### src/dac_resync_cfg.svh
`ifndef DAC_RESYNC_CFG_SVH
`define DAC_RESYNC_CFG_SVH

// Segment widths fixed by the DAC architecture
`define THERM_W 17                 // Thermometric MSB segment cells
`define BIN_W   7                  // Binary LSB cells, bit 0 is the redundant cell

// Digitized monitor codes
`define MON_W   8

// Supply window, nominal 200 +/- 5 %
`define VDD_MIN 8'd190
`define VDD_MAX 8'd210

// Ground code must stay near zero
`define VSS_MAX 8'd10

// Reference current window, nominal 100 +/- 10 %
`define IREF_MIN 8'd90
`define IREF_MAX 8'd110

// Control register map
`define REG_AW  2

`endif
### src/dac_ctrl_pkg.sv
`include "dac_resync_cfg.svh"

package dac_ctrl_pkg;

    // Register addresses, other codes are not decoded
    typedef enum logic [`REG_AW-1:0] {
        REG_CTRL = 2'd0,   // Bit 0 power enable
        REG_ATB  = 2'd1    // Bits 1:0 test-bus select
    } reg_addr_e;

    // Field layout of the control registers
    localparam int CFG_DW       = 2;   // Write data width
    localparam int CTRL_PWR_BIT = 0;   // Power enable position in REG_CTRL
    localparam int ATB_SEL_W    = 2;   // Test-bus select width in REG_ATB

endpackage

### src/dac_data_pkg.sv
`include "dac_resync_cfg.svh"

package dac_data_pkg;

    // Segment words, data and complement use the same type
    typedef logic [`THERM_W-1:0] therm_word_t;   // Unary coded MSB cells
    typedef logic [`BIN_W-1:0]   bin_word_t;     // Binary cells incl. redundant bit 0

    // Digitized supply, ground and reference-current level
    typedef logic [`MON_W-1:0]   mon_code_t;

    // Test-bus line selection
    typedef enum logic [1:0] {
        ATB_OFF        = 2'b00,   // Both lines zero, bus disabled
        ATB_SUPPLY     = 2'b01,   // Supply on atb1, ground on atb0
        ATB_SUPPLY_ALT = 2'b10,   // Same pair as ATB_SUPPLY
        ATB_IREF       = 2'b11    // Reference code on both lines
    } atb_sel_e;

endpackage

### src/dac_resync_top.sv
`timescale 1ns/1ns

module dac_resync_top (
    input  logic                              clkin_binary_0,
    input  logic                              clkinb_binary_0,
    input  logic                              cfg_wr,
    input  dac_ctrl_pkg::reg_addr_e           cfg_addr,
    input  logic [dac_ctrl_pkg::CFG_DW-1:0]   cfg_wdata,
    input  dac_data_pkg::mon_code_t           vdd_code,
    input  dac_data_pkg::mon_code_t           vss_code,
    input  dac_data_pkg::mon_code_t           iref_code,
    input  logic                              in_valid,
    input  dac_data_pkg::therm_word_t         in_therm,
    input  dac_data_pkg::therm_word_t         in_therm_b,
    input  dac_data_pkg::bin_word_t           in_bin,
    input  dac_data_pkg::bin_word_t           in_bin_b,
    input  logic                              out_ready,
    output logic                              in_ready,
    output logic                              out_valid,
    output dac_data_pkg::therm_word_t         out_therm,
    output dac_data_pkg::therm_word_t         out_therm_b,
    output dac_data_pkg::bin_word_t           out_bin,
    output dac_data_pkg::bin_word_t           out_bin_b,
    output logic                              pair_err,
    output logic                              therm_err,
    output dac_data_pkg::mon_code_t           atb1,
    output dac_data_pkg::mon_code_t           atb0,
    output logic                              atb_en
);

    import dac_data_pkg::*;

    logic     power_en;    // Bank enable from the control register
    atb_sel_e atb_sel;
    logic     supply_ok;   // All monitor codes inside their windows

    dac_ctrl_regs dac_ctrl_regs_i (
        .clkin_binary_0  (clkin_binary_0),
        .clkinb_binary_0 (clkinb_binary_0),
        .cfg_wr          (cfg_wr),
        .cfg_addr        (cfg_addr),
        .cfg_wdata       (cfg_wdata),
        .power_en        (power_en),
        .atb_sel         (atb_sel)
    );

    supply_monitor supply_monitor_i (
        .clkin_binary_0  (clkin_binary_0),
        .clkinb_binary_0 (clkinb_binary_0),
        .vdd_code        (vdd_code),
        .vss_code        (vss_code),
        .iref_code       (iref_code),
        .power_en        (power_en),
        .atb_sel         (atb_sel),
        .supply_ok       (supply_ok),
        .atb1            (atb1),
        .atb0            (atb0),
        .atb_en          (atb_en)
    );

    resync_pipe resync_pipe_i (
        .clkin_binary_0  (clkin_binary_0),
        .clkinb_binary_0 (clkinb_binary_0),
        .power_en        (power_en),
        .supply_ok       (supply_ok),
        .in_valid        (in_valid),
        .in_therm        (in_therm),
        .in_therm_b      (in_therm_b),
        .in_bin          (in_bin),
        .in_bin_b        (in_bin_b),
        .out_ready       (out_ready),
        .in_ready        (in_ready),
        .out_valid       (out_valid),
        .out_therm       (out_therm),
        .out_therm_b     (out_therm_b),
        .out_bin         (out_bin),
        .out_bin_b       (out_bin_b),
        .pair_err        (pair_err),
        .therm_err       (therm_err)
    );

endmodule

### src/resync_pipe.sv
`timescale 1ns/1ns

module resync_pipe (
    input  logic                       clkin_binary_0,
    input  logic                       clkinb_binary_0,
    input  logic                       power_en,
    input  logic                       supply_ok,
    input  logic                       in_valid,
    input  dac_data_pkg::therm_word_t  in_therm,
    input  dac_data_pkg::therm_word_t  in_therm_b,
    input  dac_data_pkg::bin_word_t    in_bin,
    input  dac_data_pkg::bin_word_t    in_bin_b,
    input  logic                       out_ready,
    output logic                       in_ready,
    output logic                       out_valid,
    output dac_data_pkg::therm_word_t  out_therm,
    output dac_data_pkg::therm_word_t  out_therm_b,
    output dac_data_pkg::bin_word_t    out_bin,
    output dac_data_pkg::bin_word_t    out_bin_b,
    output logic                       pair_err,
    output logic                       therm_err
);

    import dac_data_pkg::*;

    // Stage 1 registers
    logic        s1_valid;
    therm_word_t s1_therm;
    therm_word_t s1_therm_b;
    bin_word_t   s1_bin;
    bin_word_t   s1_bin_b;
    logic        s1_pair_err;

    // Handshake and checks
    logic        s1_ready;
    logic        s2_ready;
    logic        s1_load;
    logic        s2_load;
    logic        pair_bad;
    therm_word_t therm_inc;
    logic        therm_bad;

    assign s2_ready = !out_valid || out_ready;        // Output slot free or draining
    assign s1_ready = !s1_valid || s2_ready;
    assign in_ready = power_en && supply_ok && s1_ready;

    assign s1_load = in_valid && in_ready;
    assign s2_load = s1_valid && s2_ready;

    // A cell whose data equals its complement is a broken pair
    assign pair_bad = (|(in_therm ~^ in_therm_b)) || (|(in_bin ~^ in_bin_b));

    // Ones from bit 0 upwards turn into a single carry bit on increment
    assign therm_inc = s1_therm + therm_word_t'(1);
    assign therm_bad = |(therm_inc & s1_therm);

    // Stage 1, captures the sample and its pairing status
    always_ff @(posedge clkin_binary_0 or negedge clkinb_binary_0) begin
        if (!clkinb_binary_0) begin
            s1_valid    <= 1'b0;
            s1_therm    <= '0;
            s1_therm_b  <= '0;
            s1_bin      <= '0;
            s1_bin_b    <= '0;
            s1_pair_err <= 1'b0;
        end else if (!power_en) begin       // Power-down flushes the stage
            s1_valid    <= 1'b0;
            s1_therm    <= '0;
            s1_therm_b  <= '0;
            s1_bin      <= '0;
            s1_bin_b    <= '0;
            s1_pair_err <= 1'b0;
        end else if (s1_load) begin
            s1_valid    <= 1'b1;
            s1_therm    <= in_therm;
            s1_therm_b  <= in_therm_b;
            s1_bin      <= in_bin;           // Redundant bit 0 rides along
            s1_bin_b    <= in_bin_b;
            s1_pair_err <= pair_bad;
        end else if (s2_load) begin
            s1_valid    <= 1'b0;
        end
    end

    // Stage 2, drives the switch outputs
    always_ff @(posedge clkin_binary_0 or negedge clkinb_binary_0) begin
        if (!clkinb_binary_0) begin
            out_valid   <= 1'b0;
            out_therm   <= '0;
            out_therm_b <= '0;
            out_bin     <= '0;
            out_bin_b   <= '0;
            pair_err    <= 1'b0;
            therm_err   <= 1'b0;
        end else if (!power_en) begin       // Outputs held cleared while powered down
            out_valid   <= 1'b0;
            out_therm   <= '0;
            out_therm_b <= '0;
            out_bin     <= '0;
            out_bin_b   <= '0;
            pair_err    <= 1'b0;
            therm_err   <= 1'b0;
        end else if (s2_load) begin
            out_valid   <= 1'b1;
            out_therm   <= s1_therm;
            out_therm_b <= s1_therm_b;
            out_bin     <= s1_bin;
            out_bin_b   <= s1_bin_b;
            pair_err    <= s1_pair_err;
            therm_err   <= therm_bad;
        end else if (out_ready) begin
            out_valid   <= 1'b0;             // Taken, nothing behind it
        end
    end

endmodule

### src/supply_monitor.sv
`timescale 1ns/1ns

`include "dac_resync_cfg.svh"

module supply_monitor (
    input  logic                     clkin_binary_0,
    input  logic                     clkinb_binary_0,
    input  dac_data_pkg::mon_code_t  vdd_code,
    input  dac_data_pkg::mon_code_t  vss_code,
    input  dac_data_pkg::mon_code_t  iref_code,
    input  logic                     power_en,
    input  dac_data_pkg::atb_sel_e   atb_sel,
    output logic                     supply_ok,
    output dac_data_pkg::mon_code_t  atb1,
    output dac_data_pkg::mon_code_t  atb0,
    output logic                     atb_en
);

    import dac_data_pkg::*;

    logic      vdd_ok;
    logic      vss_ok;
    logic      iref_ok;
    mon_code_t atb1_nxt;
    mon_code_t atb0_nxt;
    logic      atb_en_nxt;

    // Window checks on the monitor codes
    assign vdd_ok  = (vdd_code >= `VDD_MIN) && (vdd_code <= `VDD_MAX);
    assign vss_ok  = (vss_code <= `VSS_MAX);                              // Ground has no lower bound
    assign iref_ok = (iref_code >= `IREF_MIN) && (iref_code <= `IREF_MAX);

    // Test-bus line selection
    always_comb begin
        atb1_nxt   = '0;
        atb0_nxt   = '0;
        atb_en_nxt = 1'b0;
        if (power_en) begin                      // Powered-down bank keeps the bus quiet
            unique case (atb_sel)
                ATB_OFF: begin
                    atb_en_nxt = 1'b0;
                end
                ATB_SUPPLY, ATB_SUPPLY_ALT: begin
                    atb1_nxt   = vdd_code;
                    atb0_nxt   = vss_code;
                    atb_en_nxt = 1'b1;
                end
                ATB_IREF: begin
                    atb1_nxt   = iref_code;      // Same code on both lines
                    atb0_nxt   = iref_code;
                    atb_en_nxt = 1'b1;
                end
            endcase
        end
    end

    always_ff @(posedge clkin_binary_0 or negedge clkinb_binary_0) begin
        if (!clkinb_binary_0) begin
            supply_ok <= 1'b0;
            atb1      <= '0;
            atb0      <= '0;
            atb_en    <= 1'b0;
        end else begin
            supply_ok <= vdd_ok && vss_ok && iref_ok;
            atb1      <= atb1_nxt;
            atb0      <= atb0_nxt;
            atb_en    <= atb_en_nxt;
        end
    end

endmodule

### src/dac_ctrl_regs.sv
`timescale 1ns/1ns

module dac_ctrl_regs (
    input  logic                              clkin_binary_0,
    input  logic                              clkinb_binary_0,
    input  logic                              cfg_wr,
    input  dac_ctrl_pkg::reg_addr_e           cfg_addr,
    input  logic [dac_ctrl_pkg::CFG_DW-1:0]   cfg_wdata,
    output logic                              power_en,
    output dac_data_pkg::atb_sel_e            atb_sel
);

    import dac_ctrl_pkg::*;
    import dac_data_pkg::*;

    logic wr_ctrl;
    logic wr_atb;

    // Address decode, anything else is dropped
    assign wr_ctrl = cfg_wr && (cfg_addr == REG_CTRL);
    assign wr_atb  = cfg_wr && (cfg_addr == REG_ATB);

    // Power enable, bank starts powered down
    always_ff @(posedge clkin_binary_0 or negedge clkinb_binary_0) begin
        if (!clkinb_binary_0) begin
            power_en <= 1'b0;
        end else if (wr_ctrl) begin
            power_en <= cfg_wdata[CTRL_PWR_BIT];
        end
    end

    // Test-bus select, bus starts disabled
    always_ff @(posedge clkin_binary_0 or negedge clkinb_binary_0) begin
        if (!clkinb_binary_0) begin
            atb_sel <= ATB_OFF;
        end else if (wr_atb) begin
            atb_sel <= atb_sel_e'(cfg_wdata[ATB_SEL_W-1:0]);   // All four codes are legal
        end
    end

endmodule

### config.mk
export PLATFORM = sky130hd
export DESIGN_NAME = dac_resync_top
export DESIGN_NICKNAME = d
export VERILOG_FILES = /design/src/dac_ctrl_pkg.sv /design/src/dac_data_pkg.sv /design/src/dac_resync_top.sv /design/src/resync_pipe.sv /design/src/supply_monitor.sv /design/src/dac_ctrl_regs.sv
export VERILOG_INCLUDE_DIRS = /design/src
export SDC_FILE = /design/constraint.sdc
export NUM_CORES = 1
export LEC_CHECK = 0
export ABC_AREA = 1
export BUFFER_PORTS_ARGS = -buffer_cell sky130_fd_sc_hd__buf_2
export CAP_MARGIN = 25
export CORE_UTILIZATION = 52
export DETAILED_ROUTE_END_ITERATION = 6
export PLACE_DENSITY = 0.83
export SYNTH_ARGS = -nofsm -noshare
export SYNTH_HDL_FRONTEND = slang
export SYNTH_SLANG_ARGS = --single-unit
### constraint.sdc
create_clock -name clkin_binary_0 -period 1.75 [get_ports clkin_binary_0]
set_clock_uncertainty 0.2 [all_clocks]
set_input_delay 0.2625 -clock clkin_binary_0 [delete_from_list [all_inputs] [get_ports clkin_binary_0]]
set_output_delay 0.2625 -clock clkin_binary_0 [all_outputs]
set_load 0.02 [all_outputs]
==> summary.txt <==
Run status
  • Status: complete, but fails checks
  • Failing checks: setup timing

Power
  • Pwr/cell area: 966 nW/µm²
  • Switching pwr: just under 0.002 W
  • Gate power share: roughly 14%
  • Reg power frac: 38.9%
  • Switching Share: 26.1%
  • P_leak: a little under 4 nW
  • Clock Power Share: 47.2%
  • Pint: 0.00558 W
  • Final Power: 0.00755 W
  • Worst VDD drop: 0.676 mV

Min path
  • HP Class: in2async

Place
  • Post-detail-place hpwl: between 9 and 10 mm
  • I/O Buffers: approximately 150
  • Placed Cells: 865
  • Area after DPL: 6340 µm²
  • Final GP Congestion: 0.998

Detailed routing
  • Pre-antenna DRT Iters: 5
  • Metal2 WL: 7.98 mm
  • Max layer used: met4
  • Vias: 5,220
  • Post-Route WL: 16.4 mm
  • Post-route DRC: 0
  • DRT met1 WL: ~6.5 mm
  • Antenna-violating nets left: 0
  • Avg Vias per Cell: 5.32
  • Met3 Wirelength: 1.25 mm
  • DRT iter0 DRCs: 311
  • Average wire per standard cell: 16.7 µm

STA
  • Final TNS setup: -40.4 ps
  • Min cycle time layout: 1790 ps
  • Worst-margin pin slew: between 500 and 600 ps
  • Max-slew violation count: 0
  • RSZ-0062 raised after global routing: true
  • Max-slew headroom: between 60% and 70%
  • Max Clock Freq: 0.559 GHz
  • Final hold vios: 0
  • Fin crit share: 102%
  • Setup ws final: -40.4 ps
  • Final Setup Violations: 1

Clock tree
  • Worst-path clk slew: 60 ps
  • Htree depth: 4
  • Clock Sinks: 122
  • CTS Buf Count: 17
  • Max clock buf depth: 2
  • CTS tree: yes
  • Clock Tree Root: clkbuf_8
  • Clock Latency Late Sink: 510 ps

Critical path
  • Kind of critical path: reg2out
  • Critical Path Fanout Max: 3
  • Origin of the worst setup path: resync_pipe_i.out_valid$_DFFE_PN0P_
  • Critical Path AT: approximately 1300 ps
  • Startpoint types: flop
  • Required @ worst endpoint: 1290 ps
  • RR Startpoint: dac_ctrl_regs_i.atb_sel[0]$_DFFE_PN0P_
  • Setup slack, reg-to-reg: 110 ps
  • Critical Path End: in_ready
  • Crit. End Element: primary output
  • Terminus of the critical flop-to-flop path: supply_monitor_i.atb0[4]$_DFF_PN0_
  • FF-to-FF path depth: 5

Synth
  • Seq cells post-synth: 122
  • Main synth FF type: dfrtp_1
  • Yosys top cell by area: dfrtp_1
  • Syn avg cell area: 9.17 µm²
  • Async SR Flop Fraction: 100%
  • EDFF count, synth: 0
  • Synth top area share: 56.0%
  • Synth top area cells: dfrtp_1 (56%), nand2_1 (11%), o21ai_0 (5.6%), o21ai_2 (5.1%), inv_1 (4.6%)
  • Syn. warnings: 0
  • Synth cell types: 35
  • Sequential-to-total area share from yosys stat: 56.0%
  • Post-synthesis cell area: 5460 µm²
  • Syn_nets: 678
  • Gate count after technology mapping: roughly 600

Global routing
  • Grt ovf: 0
  • First-pass GRT wire length: 26.3 mm
  • Pin count of the biggest net entering global routing: 51
  • Initial antenna violation count: 0
  • Vias in the first global route: 5,479
  • Total GRT Usage: between 30% and 40%

Die
  • IO Count: 150
  • Core ar.: between 10,000 and 15,000 µm²
  • Die area: 10,900 µm²
  • Die H: 104 µm
  • Initial core utilization: 53.3%
  • # rows: 37
  • Die W: between 100 and 150 µm

Layout
  • Most frequent cells in the layout: nand2_1 (164), buf_2 (147), dfrtp_1 (122), dlygate4sd3_1 (83), inv_1 (67)
  • Commonest non-fill, non-tap cell in the layout: nand2_1
  • Final core utilization: approximately 76%
  • Non-filler cells, final: 982
  • Layout Nets: 916
  • Post-route cell area: 7820 µm²
  • Share of layout cells above drive strength 1: around 29%
  • Layout area overhead: 43.3%
  • # diodes: 0

Flow run
  • Max-Cap Viols: 0
routing by layer:
layer | vias to the layer above | GRT usage (%)
li1 | 2374 | -
met1 | 2469 | 36.2
met2 | 309 | 53.4
met3 | 68 | 8.02
met4 | 0 | 15.7
met5 | - | 0
power by group through the flow:
stage / Combinational [W] / Sequential [W] / Clock [W]
2_1_floorplan: 0.000374 / 0.00309 / 0
3_3_place_gp: 0.000840 / 0.00298 / 0
3_5_place_dp: 0.000862 / 0.00298 / 0
4_1_cts: 0.00101 / 0.00294 / 0.00360
5_1_grt: 0.00112 / 0.00295 / 0.00374
6_report: 0.00105 / 0.00294 / 0.00356
registers in the layout, summed over array words and instances (netlist names):
register                    flops
supply_monitor_i.atb1           8
resync_pipe_i.s1_therm_b       17
resync_pipe_i.out_therm_b      17
resync_pipe_i.s1_bin            7
supply_monitor_i.supply_ok      1
resync_pipe_i.out_valid         1
resync_pipe_i.out_bin_b         7
resync_pipe_i.pair_err          1
resync_pipe_i.out_therm        17
resync_pipe_i.s1_pair_err       1
supply_monitor_i.atb_en         1
resync_pipe_i.s1_therm         17
resync_pipe_i.s1_valid          1
resync_pipe_i.therm_err         1
resync_pipe_i.s1_bin_b          7
supply_monitor_i.atb0           8
resync_pipe_i.out_bin           7
dac_ctrl_regs_i.power_en        1
dac_ctrl_regs_i.atb_sel         2
cell families (layout without fill, tap and decap cells):
| group | Yosys count | after routing | share of synthesized area [%] |
|---|---|---|---|
| adders and majority gates | 2 | 2 | 0.459 |
| AOI/OAI and AO/OA | 136 | 136 | 16.1 |
| xor gates and xnor gates | 18 | 18 | 2.89 |
| and+or+nand+nor | 220 | 220 | 16.4 |
| buffers and inverters | 97 | 348 | 8.19 |
| DFF | 122 | 122 | 56.0 |
through the flow:
step / worst slack [ps] / hold slack [ps]
after floorplan: 157 / -233
after global placement: -9.55 / 23.5
after detailed placement: -46.3 / 29.4
after CTS: -40.7 / 28.8
after global routing: -119 / 48.9
final: -40.4 / 40.1
worst max-delay path, stage by stage (launching register included):
cell and delay (ps):
dfrtp_1 370, nand2_2 80, o211ai_2 150, inv_2 80
buf_6 140
worst min path at each step:
stage          depth (start not counted)  slack (ps)             from                                endpoint
6_report                               2          40  clkinb_binary_0  resync_pipe_i.out_bin_b[0]$_DFFE_PN0P_
5_1_grt                                2          50  clkinb_binary_0   resync_pipe_i.s1_bin_b[0]$_DFFE_PN0P_
4_1_cts                                2          30  clkinb_binary_0  resync_pipe_i.out_bin_b[1]$_DFFE_PN0P_
3_5_place_dp                           1          30  clkinb_binary_0  resync_pipe_i.out_bin_b[1]$_DFFE_PN0P_
3_3_place_gp                           1          20  clkinb_binary_0  resync_pipe_i.out_bin_b[0]$_DFFE_PN0P_
2_1_floorplan                          0        -230  clkinb_binary_0  dac_ctrl_regs_i.atb_sel[0]$_DFFE_PN0P_
cell type report:
| type | count | area [µm²] |
|---|---|---|
| Clock buffer | 20 | 445 |
| Clock inverter | 12 | 165 |
| Fill cell | 635 | 2410 |
| Inverter | 73 | 277 |
| Multi-Input combinational cell | 376 | 1960 |
| Sequential cell | 122 | 3050 |
| Tap cell | 136 | 170 |
| Timing Repair Buffer | 243 | 1740 |
what timing repair did:
action                                  4_1_cts  5_1_grt
endpoints found under the setup margin       36        5
setup buffers                                 0        2
hold buffers                                 84        0
resized for setup                             4        2
pin swaps                                     1        1
endpoints found under the hold margin       191        0
cells in the mapped netlist, drive strengths merged (7+ instances only):
library cell and n:
o21ai 96, nor2 29, buf 17, clkbuf 7
xor2 11, inv 72, dfrtp 122, o22ai 8
nand3 12, xnor2 7, a21oi 27, nand2 168
Note: power is estimated with default switching activity, not from simulation.
